<file path="config.mk">
export PLATFORM = sky130hd
export DESIGN_NAME = calc_top
export DESIGN_NICKNAME = d
export VERILOG_FILES = /design/src/design/calc_pkg.sv /design/src/design/calc_rsv_if.sv /design/src/design/calc_bypass.sv /design/src/design/calc_pipe_int.sv /design/src/design/calc_pipe_mul.sv /design/src/design/calc_pipe_div.sv /design/src/design/calc_comp_pipe.sv /design/src/design/calc_top.sv
export VERILOG_INCLUDE_DIRS = /design/src /design/src/design
export SDC_FILE = /design/constraint.sdc
export NUM_CORES = 2
export LEC_CHECK = 0
export BUFFER_PORTS_ARGS = -buffer_cell sky130_fd_sc_hd__buf_4
export CORE_MARGIN = 2
export CORE_UTILIZATION = 60
export DETAILED_ROUTE_END_ITERATION = 6
export GPL_TIMING_DRIVEN = 0
export PLACE_DENSITY = 0.78
export SLEW_MARGIN = 40
export SYNTH_ARGS = -nofsm -noshare
export SYNTH_HDL_FRONTEND = slang
export SYNTH_SLANG_ARGS = --single-unit
</file>
<file path="constraint.sdc">
create_clock -name clk_i -period 8.5 [get_ports clk_i]
set_input_delay 2.55 -clock clk_i [delete_from_list [all_inputs] [get_ports clk_i]]
set_output_delay 2.55 -clock clk_i [all_outputs]
set_load 0.005 [all_outputs]
</file>
<file path="src/design/calc_defines.svh">
// Width and pipe depth macros for the execute stage, included by RTL and testbench files
`ifndef CALC_DEFINES_SVH
`define CALC_DEFINES_SVH

// Datapath width
`define CALC_XLEN 32

// Register address width, 32 registers
`define CALC_REG_AW 5

// Dispatched instruction word
`define CALC_INSTR_W 24

// Completion pipe depth, writeback leaves from the last stage
`define CALC_COMP_STAGES 4

// Multiplier latency, also its merge stage in the completion pipe
`define CALC_MUL_STAGES 3

`endif

</file>
<file path="src/design/calc_pkg.sv">
// Opcodes, instruction word layout and writeback packet shared by the execute stage modules
`default_nettype none

`include "calc_defines.svh"

package calc_pkg;

  typedef enum logic [3:0] {
    e_op_add, e_op_sub, e_op_and, e_op_or, e_op_xor, e_op_sll, e_op_slt,
    e_op_addi, e_op_xori, e_op_mul, e_op_div, e_op_rem
  } op_e;

  // Register view for most opcodes, immediate view for ADDI and XORI
  typedef union packed {
    struct packed {
      logic [4:0]              spare;
      logic [`CALC_REG_AW-1:0] rs2;
      logic [`CALC_REG_AW-1:0] rs1;
      logic [`CALC_REG_AW-1:0] rd;
      op_e                     op;
    } r;
    struct packed {
      logic [9:0]              imm;
      logic [`CALC_REG_AW-1:0] rs1;
      logic [`CALC_REG_AW-1:0] rd;
      op_e                     op;
    } i;
  } instr_u;

  typedef struct packed {
    logic                    w_v;
    logic [`CALC_REG_AW-1:0] rd;
    logic [`CALC_XLEN-1:0]   data;
  } wb_pkt_s;

endpackage

`default_nettype wire

</file>
<file path="src/design/calc_rsv_if.sv">
// Reservation register contents, driven by the bypass stage and read by every execution pipe
`timescale 1ns/1ps
`default_nettype none

`include "calc_defines.svh"

interface calc_rsv_if;

  logic                    v;
  calc_pkg::op_e           op;
  logic [`CALC_REG_AW-1:0] rd;
  logic                    w_v;
  // Operands after forwarding, src2 carries the immediate for ADDI and XORI
  logic [`CALC_XLEN-1:0]   src1;
  logic [`CALC_XLEN-1:0]   src2;

  modport issue (output v, op, rd, w_v, src1, src2);

  modport exe (input v, op, rd, w_v, src1, src2);

endinterface

`default_nettype wire

</file>
<file path="src/design/calc_bypass.sv">
// Operand forwarding and reservation register between dispatch and the execution pipes
`timescale 1ns/1ps
`default_nettype none

`include "calc_defines.svh"

module calc_bypass
  (input  logic                                                clk_i
   , input  logic                                              arst_n_i
   , input  logic                                              dispatch_v_i
   , input  calc_pkg::instr_u                                  dispatch_instr_i
   , input  logic [`CALC_XLEN-1:0]                             dispatch_rs1_i
   , input  logic [`CALC_XLEN-1:0]                             dispatch_rs2_i
   , input  logic [`CALC_COMP_STAGES-1:0]                      stage_w_v_i
   , input  logic [`CALC_COMP_STAGES-1:0][`CALC_REG_AW-1:0]    stage_rd_i
   , input  logic [`CALC_COMP_STAGES-1:0][`CALC_XLEN-1:0]      stage_fwd_i
   , calc_rsv_if.issue                                         rsv
   );

  localparam int imm_w = 10;

  calc_pkg::op_e           op;
  logic                    is_imm;
  logic [`CALC_REG_AW-1:0] rs1_addr, rs2_addr, rd_addr;
  logic [`CALC_XLEN-1:0]   imm_ext;
  logic [`CALC_XLEN-1:0]   src1_n, src2_n;

  // Both views share op, rd and rs1 at the same bit positions
  assign op       = dispatch_instr_i.r.op;
  assign is_imm   = (op == calc_pkg::e_op_addi) || (op == calc_pkg::e_op_xori);
  assign rd_addr  = dispatch_instr_i.r.rd;
  assign rs1_addr = dispatch_instr_i.r.rs1;
  assign rs2_addr = dispatch_instr_i.r.rs2;
  assign imm_ext  = {{(`CALC_XLEN-imm_w){dispatch_instr_i.i.imm[imm_w-1]}},
                     dispatch_instr_i.i.imm};

  // Oldest stage first so the youngest match wins
  always_comb
  begin
    src1_n = dispatch_rs1_i;
    src2_n = is_imm ? imm_ext : dispatch_rs2_i;
    for (int s = `CALC_COMP_STAGES-1; s >= 0; s--)
    begin
      if (stage_w_v_i[s] && (stage_rd_i[s] == rs1_addr))
        src1_n = stage_fwd_i[s];
      if (!is_imm && stage_w_v_i[s] && (stage_rd_i[s] == rs2_addr))
        src2_n = stage_fwd_i[s];
    end
  end

  always_ff @(posedge clk_i or negedge arst_n_i)
  begin
    if (!arst_n_i)
    begin
      rsv.v   <= 1'b0;
      rsv.w_v <= 1'b0;
    end
    else
    begin
      rsv.v   <= dispatch_v_i;
      rsv.w_v <= dispatch_v_i && (op != calc_pkg::e_op_div) && (op != calc_pkg::e_op_rem);
    end
  end

  always_ff @(posedge clk_i)
  begin
    if (dispatch_v_i)
    begin
      rsv.op   <= op;
      rsv.rd   <= rd_addr;
      rsv.src1 <= src1_n;
      rsv.src2 <= src2_n;
    end
  end

endmodule

`default_nettype wire

</file>
<file path="src/design/calc_pipe_int.sv">
// Single-cycle ALU working on the reservation register, result merges into completion stage 1
`timescale 1ns/1ps
`default_nettype none

`include "calc_defines.svh"

module calc_pipe_int
  (calc_rsv_if.exe                   rsv
   , output logic                    int_v_o
   , output logic [`CALC_XLEN-1:0]   int_data_o
   );

  logic is_alu;
  logic lt;

  assign lt = $signed(rsv.src1) < $signed(rsv.src2);

  always_comb
  begin
    is_alu     = 1'b1;
    int_data_o = '0;
    case (rsv.op)
      calc_pkg::e_op_add, calc_pkg::e_op_addi: int_data_o = rsv.src1 + rsv.src2;
      calc_pkg::e_op_sub:                      int_data_o = rsv.src1 - rsv.src2;
      calc_pkg::e_op_and:                      int_data_o = rsv.src1 & rsv.src2;
      calc_pkg::e_op_or:                       int_data_o = rsv.src1 | rsv.src2;
      calc_pkg::e_op_xor, calc_pkg::e_op_xori: int_data_o = rsv.src1 ^ rsv.src2;
      // Shift amount from the low 5 bits only
      calc_pkg::e_op_sll:                      int_data_o = rsv.src1 << rsv.src2[4:0];
      calc_pkg::e_op_slt:                      int_data_o = {{(`CALC_XLEN-1){1'b0}}, lt};
      default:                                 is_alu = 1'b0;
    endcase
  end

  assign int_v_o = rsv.v && is_alu;

endmodule

`default_nettype wire

</file>
<file path="src/design/calc_pipe_mul.sv">
// Pipelined multiplier returning the low product word, one new operation accepted every cycle
`timescale 1ns/1ps
`default_nettype none

`include "calc_defines.svh"

module calc_pipe_mul
  (input  logic                      clk_i
   , input  logic                    arst_n_i
   , calc_rsv_if.exe                 rsv
   , output logic                    mul_v_o
   , output logic [`CALC_XLEN-1:0]   mul_data_o
   );

  localparam int half_w = `CALC_XLEN / 2;

  logic                  v1_r, v2_r;
  // First stage keeps only the partial products that reach the low word
  logic [`CALC_XLEN-1:0] p_ll_r;
  logic [half_w-1:0]     p_cross_r;
  logic [`CALC_XLEN-1:0] prod_r;

  always_ff @(posedge clk_i or negedge arst_n_i)
  begin
    if (!arst_n_i)
    begin
      v1_r <= 1'b0;
      v2_r <= 1'b0;
    end
    else
    begin
      v1_r <= rsv.v && (rsv.op == calc_pkg::e_op_mul);
      v2_r <= v1_r;
    end
  end

  always_ff @(posedge clk_i)
  begin
    p_ll_r    <= rsv.src1[half_w-1:0] * rsv.src2[half_w-1:0];
    p_cross_r <= half_w'(rsv.src1[half_w-1:0] * rsv.src2[`CALC_XLEN-1:half_w])
               + half_w'(rsv.src1[`CALC_XLEN-1:half_w] * rsv.src2[half_w-1:0]);
    prod_r    <= p_ll_r + {p_cross_r, {half_w{1'b0}}};
  end

  assign mul_v_o    = v2_r;
  assign mul_data_o = prod_r;

endmodule

`default_nettype wire

</file>
<file path="src/design/calc_pipe_div.sv">
// Iterative unsigned divider for DIV and REM, result leaves on the late writeback handshake
`timescale 1ns/1ps
`default_nettype none

`include "calc_defines.svh"

module calc_pipe_div
  (input  logic                 clk_i
   , input  logic               arst_n_i
   , calc_rsv_if.exe            rsv
   , output logic               busy_o
   , output calc_pkg::wb_pkt_s  late_wb_o
   , output logic               late_wb_v_o
   , input  logic               late_wb_yumi_i
   );

  localparam int cnt_w = $clog2(`CALC_XLEN + 1);

  logic                    is_div_op, start, running;
  logic                    busy_r, done_r, is_rem_r;
  logic [cnt_w-1:0]        cnt_r;
  logic [`CALC_REG_AW-1:0] rd_r;
  logic [`CALC_XLEN-1:0]   quot_r, rem_r, divisor_r;
  logic [`CALC_XLEN:0]     shifted, diff;

  assign is_div_op = (rsv.op == calc_pkg::e_op_div) || (rsv.op == calc_pkg::e_op_rem);
  assign start     = rsv.v && is_div_op && !busy_r;
  assign running   = busy_r && !done_r;

  // Restoring step, a zero divisor falls out as all ones and the dividend
  assign shifted = {rem_r, quot_r[`CALC_XLEN-1]};
  assign diff    = shifted - {1'b0, divisor_r};

  always_ff @(posedge clk_i or negedge arst_n_i)
  begin
    if (!arst_n_i)
    begin
      busy_r <= 1'b0;
      done_r <= 1'b0;
      cnt_r  <= '0;
    end
    else if (start)
    begin
      busy_r <= 1'b1;
      cnt_r  <= cnt_w'(`CALC_XLEN);
    end
    else if (running)
    begin
      cnt_r <= cnt_r - 1'b1;
      if (cnt_r == cnt_w'(1))
        done_r <= 1'b1;
    end
    else if (done_r && late_wb_yumi_i)
    begin
      busy_r <= 1'b0;
      done_r <= 1'b0;
    end
  end

  always_ff @(posedge clk_i)
  begin
    if (start)
    begin
      quot_r    <= rsv.src1;
      rem_r     <= '0;
      divisor_r <= rsv.src2;
      rd_r      <= rsv.rd;
      is_rem_r  <= (rsv.op == calc_pkg::e_op_rem);
    end
    else if (running)
    begin
      quot_r <= {quot_r[`CALC_XLEN-2:0], ~diff[`CALC_XLEN]};
      rem_r  <= diff[`CALC_XLEN] ? shifted[`CALC_XLEN-1:0] : diff[`CALC_XLEN-1:0];
    end
  end

  // Busy from the cycle the reservation holds the divide
  assign busy_o         = busy_r || (rsv.v && is_div_op);
  assign late_wb_v_o    = done_r;
  assign late_wb_o.w_v  = done_r;
  assign late_wb_o.rd   = rd_r;
  assign late_wb_o.data = is_rem_r ? rem_r : quot_r;

endmodule

`default_nettype wire

</file>
<file path="src/design/calc_comp_pipe.sv">
// Completion pipe that merges fixed-latency results and presents the integer writeback
`timescale 1ns/1ps
`default_nettype none

`include "calc_defines.svh"

module calc_comp_pipe
  (input  logic                                                clk_i
   , input  logic                                              arst_n_i
   , calc_rsv_if.exe                                           rsv
   , input  logic                                              int_v_i
   , input  logic [`CALC_XLEN-1:0]                             int_data_i
   , input  logic                                              mul_v_i
   , input  logic [`CALC_XLEN-1:0]                             mul_data_i
   , output logic [`CALC_COMP_STAGES-1:0]                      stage_w_v_o
   , output logic [`CALC_COMP_STAGES-1:0][`CALC_REG_AW-1:0]    stage_rd_o
   , output logic [`CALC_COMP_STAGES-1:0][`CALC_XLEN-1:0]      stage_fwd_o
   , output calc_pkg::wb_pkt_s                                 iwb_o
   );

  localparam int stages    = `CALC_COMP_STAGES;
  localparam int int_stage = 1;
  localparam int mul_stage = `CALC_MUL_STAGES;

  // Stage 0 is the reservation register itself
  calc_pkg::wb_pkt_s [stages-1:0] stage_cur;
  calc_pkg::wb_pkt_s [stages:1]   stage_n;

  logic [stages-1:1]                        w_v_r;
  logic [stages-1:1][`CALC_REG_AW-1:0]      rd_r;
  logic [stages-1:1][`CALC_XLEN-1:0]        data_r;

  always_comb
  begin
    stage_cur[0] = '{w_v: rsv.w_v, rd: rsv.rd, data: '0};
    for (int i = 1; i < stages; i++)
      stage_cur[i] = '{w_v: w_v_r[i], rd: rd_r[i], data: data_r[i]};
    for (int i = 1; i <= stages; i++)
      stage_n[i] = stage_cur[i-1];
    // Static latencies keep the two merges apart
    stage_n[int_stage].data |= int_v_i ? int_data_i : '0;
    stage_n[mul_stage].data |= mul_v_i ? mul_data_i : '0;
  end

  always_ff @(posedge clk_i or negedge arst_n_i)
  begin
    if (!arst_n_i)
      w_v_r <= '0;
    else
      for (int i = 1; i < stages; i++)
        w_v_r[i] <= stage_n[i].w_v;
  end

  always_ff @(posedge clk_i)
  begin
    for (int i = 1; i < stages; i++)
    begin
      rd_r[i]   <= stage_n[i].rd;
      data_r[i] <= stage_n[i].data;
    end
  end

  for (genvar s = 0; s < stages; s++)
  begin : g_fwd
    assign stage_w_v_o[s] = stage_cur[s].w_v;
    assign stage_rd_o[s]  = stage_cur[s].rd;
    assign stage_fwd_o[s] = stage_n[s+1].data;
  end

  assign iwb_o = stage_cur[stages-1];

endmodule

`default_nettype wire

</file>
<file path="src/design/calc_top.sv">
// Execute stage top level with plain ports, connects bypass, pipes and completion pipe
`timescale 1ns/1ps
`default_nettype none

`include "calc_defines.svh"

module calc_top
  (input  logic                        clk_i
   , input  logic                      arst_n_i
   , input  logic                      dispatch_v_i
   , input  logic [`CALC_INSTR_W-1:0]  dispatch_instr_i
   , input  logic [`CALC_XLEN-1:0]     dispatch_rs1_i
   , input  logic [`CALC_XLEN-1:0]     dispatch_rs2_i
   , output logic                      div_busy_o
   , output logic                      iwb_v_o
   , output logic [`CALC_REG_AW-1:0]   iwb_rd_o
   , output logic [`CALC_XLEN-1:0]     iwb_data_o
   , output logic                      late_wb_v_o
   , output logic [`CALC_REG_AW-1:0]   late_wb_rd_o
   , output logic [`CALC_XLEN-1:0]     late_wb_data_o
   , input  logic                      late_wb_yumi_i
   );

  calc_pkg::instr_u                               dispatch_instr;
  logic [`CALC_COMP_STAGES-1:0]                   stage_w_v;
  logic [`CALC_COMP_STAGES-1:0][`CALC_REG_AW-1:0] stage_rd;
  logic [`CALC_COMP_STAGES-1:0][`CALC_XLEN-1:0]   stage_fwd;
  logic                                           int_v, mul_v;
  logic [`CALC_XLEN-1:0]                          int_data, mul_data;
  calc_pkg::wb_pkt_s                              iwb_pkt, late_wb_pkt;

  calc_rsv_if rsv_if ();

  assign dispatch_instr = dispatch_instr_i;

  calc_bypass calc_bypass_inst
    (.clk_i(clk_i), .arst_n_i(arst_n_i), .dispatch_v_i(dispatch_v_i)
     , .dispatch_instr_i(dispatch_instr), .dispatch_rs1_i(dispatch_rs1_i)
     , .dispatch_rs2_i(dispatch_rs2_i), .stage_w_v_i(stage_w_v), .stage_rd_i(stage_rd)
     , .stage_fwd_i(stage_fwd), .rsv(rsv_if.issue));

  calc_pipe_int calc_pipe_int_inst
    (.rsv(rsv_if.exe), .int_v_o(int_v), .int_data_o(int_data));

  calc_pipe_mul calc_pipe_mul_inst
    (.clk_i(clk_i), .arst_n_i(arst_n_i), .rsv(rsv_if.exe)
     , .mul_v_o(mul_v), .mul_data_o(mul_data));

  calc_pipe_div calc_pipe_div_inst
    (.clk_i(clk_i), .arst_n_i(arst_n_i), .rsv(rsv_if.exe), .busy_o(div_busy_o)
     , .late_wb_o(late_wb_pkt), .late_wb_v_o(late_wb_v_o), .late_wb_yumi_i(late_wb_yumi_i));

  calc_comp_pipe calc_comp_pipe_inst
    (.clk_i(clk_i), .arst_n_i(arst_n_i), .rsv(rsv_if.exe)
     , .int_v_i(int_v), .int_data_i(int_data), .mul_v_i(mul_v), .mul_data_i(mul_data)
     , .stage_w_v_o(stage_w_v), .stage_rd_o(stage_rd), .stage_fwd_o(stage_fwd)
     , .iwb_o(iwb_pkt));

  assign iwb_v_o        = iwb_pkt.w_v;
  assign iwb_rd_o       = iwb_pkt.rd;
  assign iwb_data_o     = iwb_pkt.data;
  assign late_wb_rd_o   = late_wb_pkt.rd;
  assign late_wb_data_o = late_wb_pkt.data;

endmodule

`default_nettype wire

</file>
==> results.md <==
* Status: finished, violations left
* Failing checks: design-rule violations, negative setup slack
* Grt ovf at 0
* Final hold viol count at 0
* Total CTS buffers at 41
* Drt total wl at 161.9 mm
* Setup Skew at 0.04699 ns
* Setup TNS at -0.1315 ns
* Hold_buf cts at 0
* Most common cell after layout, fill and taps aside: inv_1
* Max layer used: met5
* Worst-path fanout max at 10
* H-tree depth at 2
* Total Routing Usage GR at between 40 and 50%
* Post-synth top area cell: fa_1
* Max Cap Viol at 0
* Area of the die at 66,840 µm²
* Via/cell ratio at 6.489
* Min-delay src: calc_pipe_mul_inst.p_ll_r[9]$_DFF_P_
* Number of enable flip-flop cells after synthesis at 143
* Tmin final at 8.621 ns
* Crit path required time at about 9.0 ns
* Routed length per instance at roughly 29 µm
* Syn_nets at 5,273
* Pin count of the biggest net entering global routing at 76
* Reg-to-Reg Start: calc_bypass_inst.rsv.src1[11]$_DFFE_PP_
* Max Clk Rate at 116.0 MHz
* CTS Sinks at 381
* Number of global-route vias before repair at 35,790
* Synth async-reset ratio at 3.937%
* Fin crit share at 101.4%
* Final Net Count at 5,481
* WHS at 0.3220 ns
* Drt initial violations at between 5,000 and 6,000
* RD Place Congestion at 1.081
* Crit path kind: flip-flop to flip-flop
* Syn avg cell area at roughly 8.7 µm²
* Skew-Pair Late Insertion Delay at 0.62 ns
* Post-route setup slack at -0.1209 ns
* Crit. End Element: flip-flop
* Drt drc at 42
* Mapped cell area at 38,870 µm²
* Initial antenna violation count at 8
* Via count at 36,110
* Syn-to-layout area delta at 9.953%
* Hold WC Path Type: flip-flop to flip-flop
* Final ANT Viol Nets at 0
* Register area at 9134 µm²
* Fillers at 5,222
* Core box area at 64,230 µm²
* Syn. warnings at 0
* First-pass GRT wire length at roughly 230 mm
* Worst Max-Slew Pin Slew at around 1.1 ns
* Commonest non-fill, non-tap cells in the layout: inv_1 (569), nand2_1 (497), nor2_1 (486)
* Register area share after synthesis at 23.50%
* Top_reg_cell synth: dfxtp_1
* Worst Path Arrival at a little over 9 ns
* DP HPWL at between 100 and 150 mm
* Final setup viols at 2
* CTS Buffer Depth at 3
* IO Count at 169
* DR WL met2 at 67.49 mm
* Synthesized flop and latch total at 381
* Die Ht at 258.5 µm
* Unrepaired setup endpoints after global routing: no
* Routed wl met3 at between 20 and 25 mm
* Setup crit start: calc_bypass_inst.rsv.src1[11]$_DFFE_PP_
* Startpoint types: flip-flop
* Rows at 93
* Normalized max-slew margin at 29.43%
* CTS root buffer: clkbuf_16
* Top cells by area, synth: fa_1 (20%), dfxtp_1 (11%), edfxtp_1 (11%), ha_1 (11%), inv_1 (5.5%)
* CTS tree: yes
* Met1 Wirelength at about 59 mm
* Max-slew violations at 0
* Die Wd at 258.5 µm
* Syn Inst Count at ~4,500
* Unique cell type count in the Yosys netlist at 86
* Multi-input logic area at ~26,000 µm²
* Initial core utilization at 60.52%
* Pre-antenna DRT Iters at 7
* Top cell type's share of synthesized area at about a fifth
* Worst-path clk slew at 0.07 ns
* IO Port Bufs at 162
* Layout cell share with drive strength beyond 1 at around 9.0%
[metal layers]
layer,vias to the layer above,track usage [%]
met2,2840,71.28
met4,4,32.53
li1,15260,-
met3,750,14.15
met5,-,0
met1,17260,61.93
[stage by stage]
stage / instance area, µm² / instances / utilization (%) / setup WS (ns)
floorplan: 38870 / 4458 / - / 1.363
detailed placement: 41250 / 5478 / 64.21 / -0.6477
global route: 42710 / 5554 / 66.50 / 0.0003340
CTS: 42650 / 5551 / 66.39 / 0.1336
finish: 42740 / 5565 / 66.54 / -0.1209
global placement: 41160 / 5475 / 64.08 / -1.055
[synthesized netlist by cell type, types with 23 or more instances]
cell type and number:
o21ai_0 192, edfxtp_1 143, xnor2_1 134, ha_1 341, inv_1 571, nand3_1 102, a31oi_1 24, xor2_1 63
nor2_1 486, a21o_1 81, buf_1 30, mux2i_1 68, nor3_1 44, a21oi_1 228, nand2_1 497, buf_4 40
clkbuf_1 198, o211ai_1 45, nand4_1 23, a221oi_1 23, a211oi_1 93, o21a_1 27, dfxtp_1 223, mux2_2 37
fa_1 382
[cell type report]
cell class / instances / share of cell area [%]
Buffer: 281 / 2.998
Inverter: 596 / 5.249
Antenna cell: 11 / 0.06440
Tap cell: 855 / 2.503
Clock buffer: 55 / 2.764
Sequential cell: 381 / 21.37
Clock inverter: 21 / 0.5123
Timing Repair Buffer: 169 / 3.015
Multi-Input combinational cell: 3196 / 61.52
[final timing paths]
path                            slack, ns  depth (start not counted)                                  endpoint
worst max register to register      -0.12                         20  calc_pipe_mul_inst.p_cross_r[15]$_DFF_P_
max in group asynchronous            6.47                          1          calc_bypass_inst.rsv.v$_DFF_PN0_
worst max-delay path                -0.12                         20  calc_pipe_mul_inst.p_cross_r[15]$_DFF_P_
min in group asynchronous            1.80                          1    calc_comp_pipe_inst.w_v_r[3]$_DFF_PN0_
worst min-delay path                 0.32                          0  calc_pipe_mul_inst.mul_data_o[9]$_DFF_P_
worst min register to register       0.32                          0  calc_pipe_mul_inst.mul_data_o[9]$_DFF_P_
[state kept, by name (all words and copies together), names as in the netlist, 5 cells and up]
register,count
calc_pipe_div_inst.rd_r,5
calc_pipe_mul_inst.p_cross_r,16
calc_pipe_div_inst.divisor_r,32
calc_pipe_mul_inst.p_ll_r,32
calc_pipe_mul_inst.mul_data_o,32
calc_pipe_div_inst.quot_r,32
calc_comp_pipe_inst.data_r,32
calc_bypass_inst.rsv.src1,32
calc_comp_pipe_inst.stage_fwd_o,32
calc_pipe_div_inst.rem_r,32
calc_bypass_inst.rsv.rd,5
calc_comp_pipe_inst.stage_rd_o,10
calc_comp_pipe_inst.iwb_o,37
calc_bypass_inst.rsv.src2,32
calc_pipe_div_inst.cnt_r,6
[cell families (layout without fill, tap and decap cells)]
| group | count (synthesis) | count (layout) | share of synthesized area, % |
|---|---|---|---|
| and+or+nand+nor | 1268 | 1268 | 13.72 |
| AOI/OAI and AO/OA | 884 | 884 | 14.81 |
| other | 0 | 11 | 0 |
| adders and majority gates | 723 | 723 | 30.65 |
| buffers and inverters | 881 | 1122 | 8.948 |
| xor gates and xnor gates | 198 | 198 | 4.510 |
| DFF | 381 | 381 | 23.50 |
| muxes | 123 | 123 | 3.866 |
[critical path, stage by stage (launching register included)]
cell	delay (ns)
edfxtp_1	0.39
clkbuf_1	0.70
clkinv_1	0.96
nor2_1	0.37
fa_1	0.48
fa_1	0.46
fa_1	0.60
inv_1	0.11
fa_1	0.58
fa_1	0.46
fa_1	0.58
fa_1	0.45
fa_1	0.43
xnor2_1	0.16
xnor2_1	0.14
xnor2_1	0.32
xnor2_1	0.13
xnor2_1	0.31
xnor2_1	0.16
xnor2_1	0.39
xnor2_1	0.22
[repair_timing]
action,CTS,global route
resized for setup,9,9
setup endpoints to repair,16,3
pin swaps,0,0
setup buffers,0,4
Power is left out: the tool's default activity adds up to more than one toggle a clock period on the data nets, which glitch-free logic cannot reach.
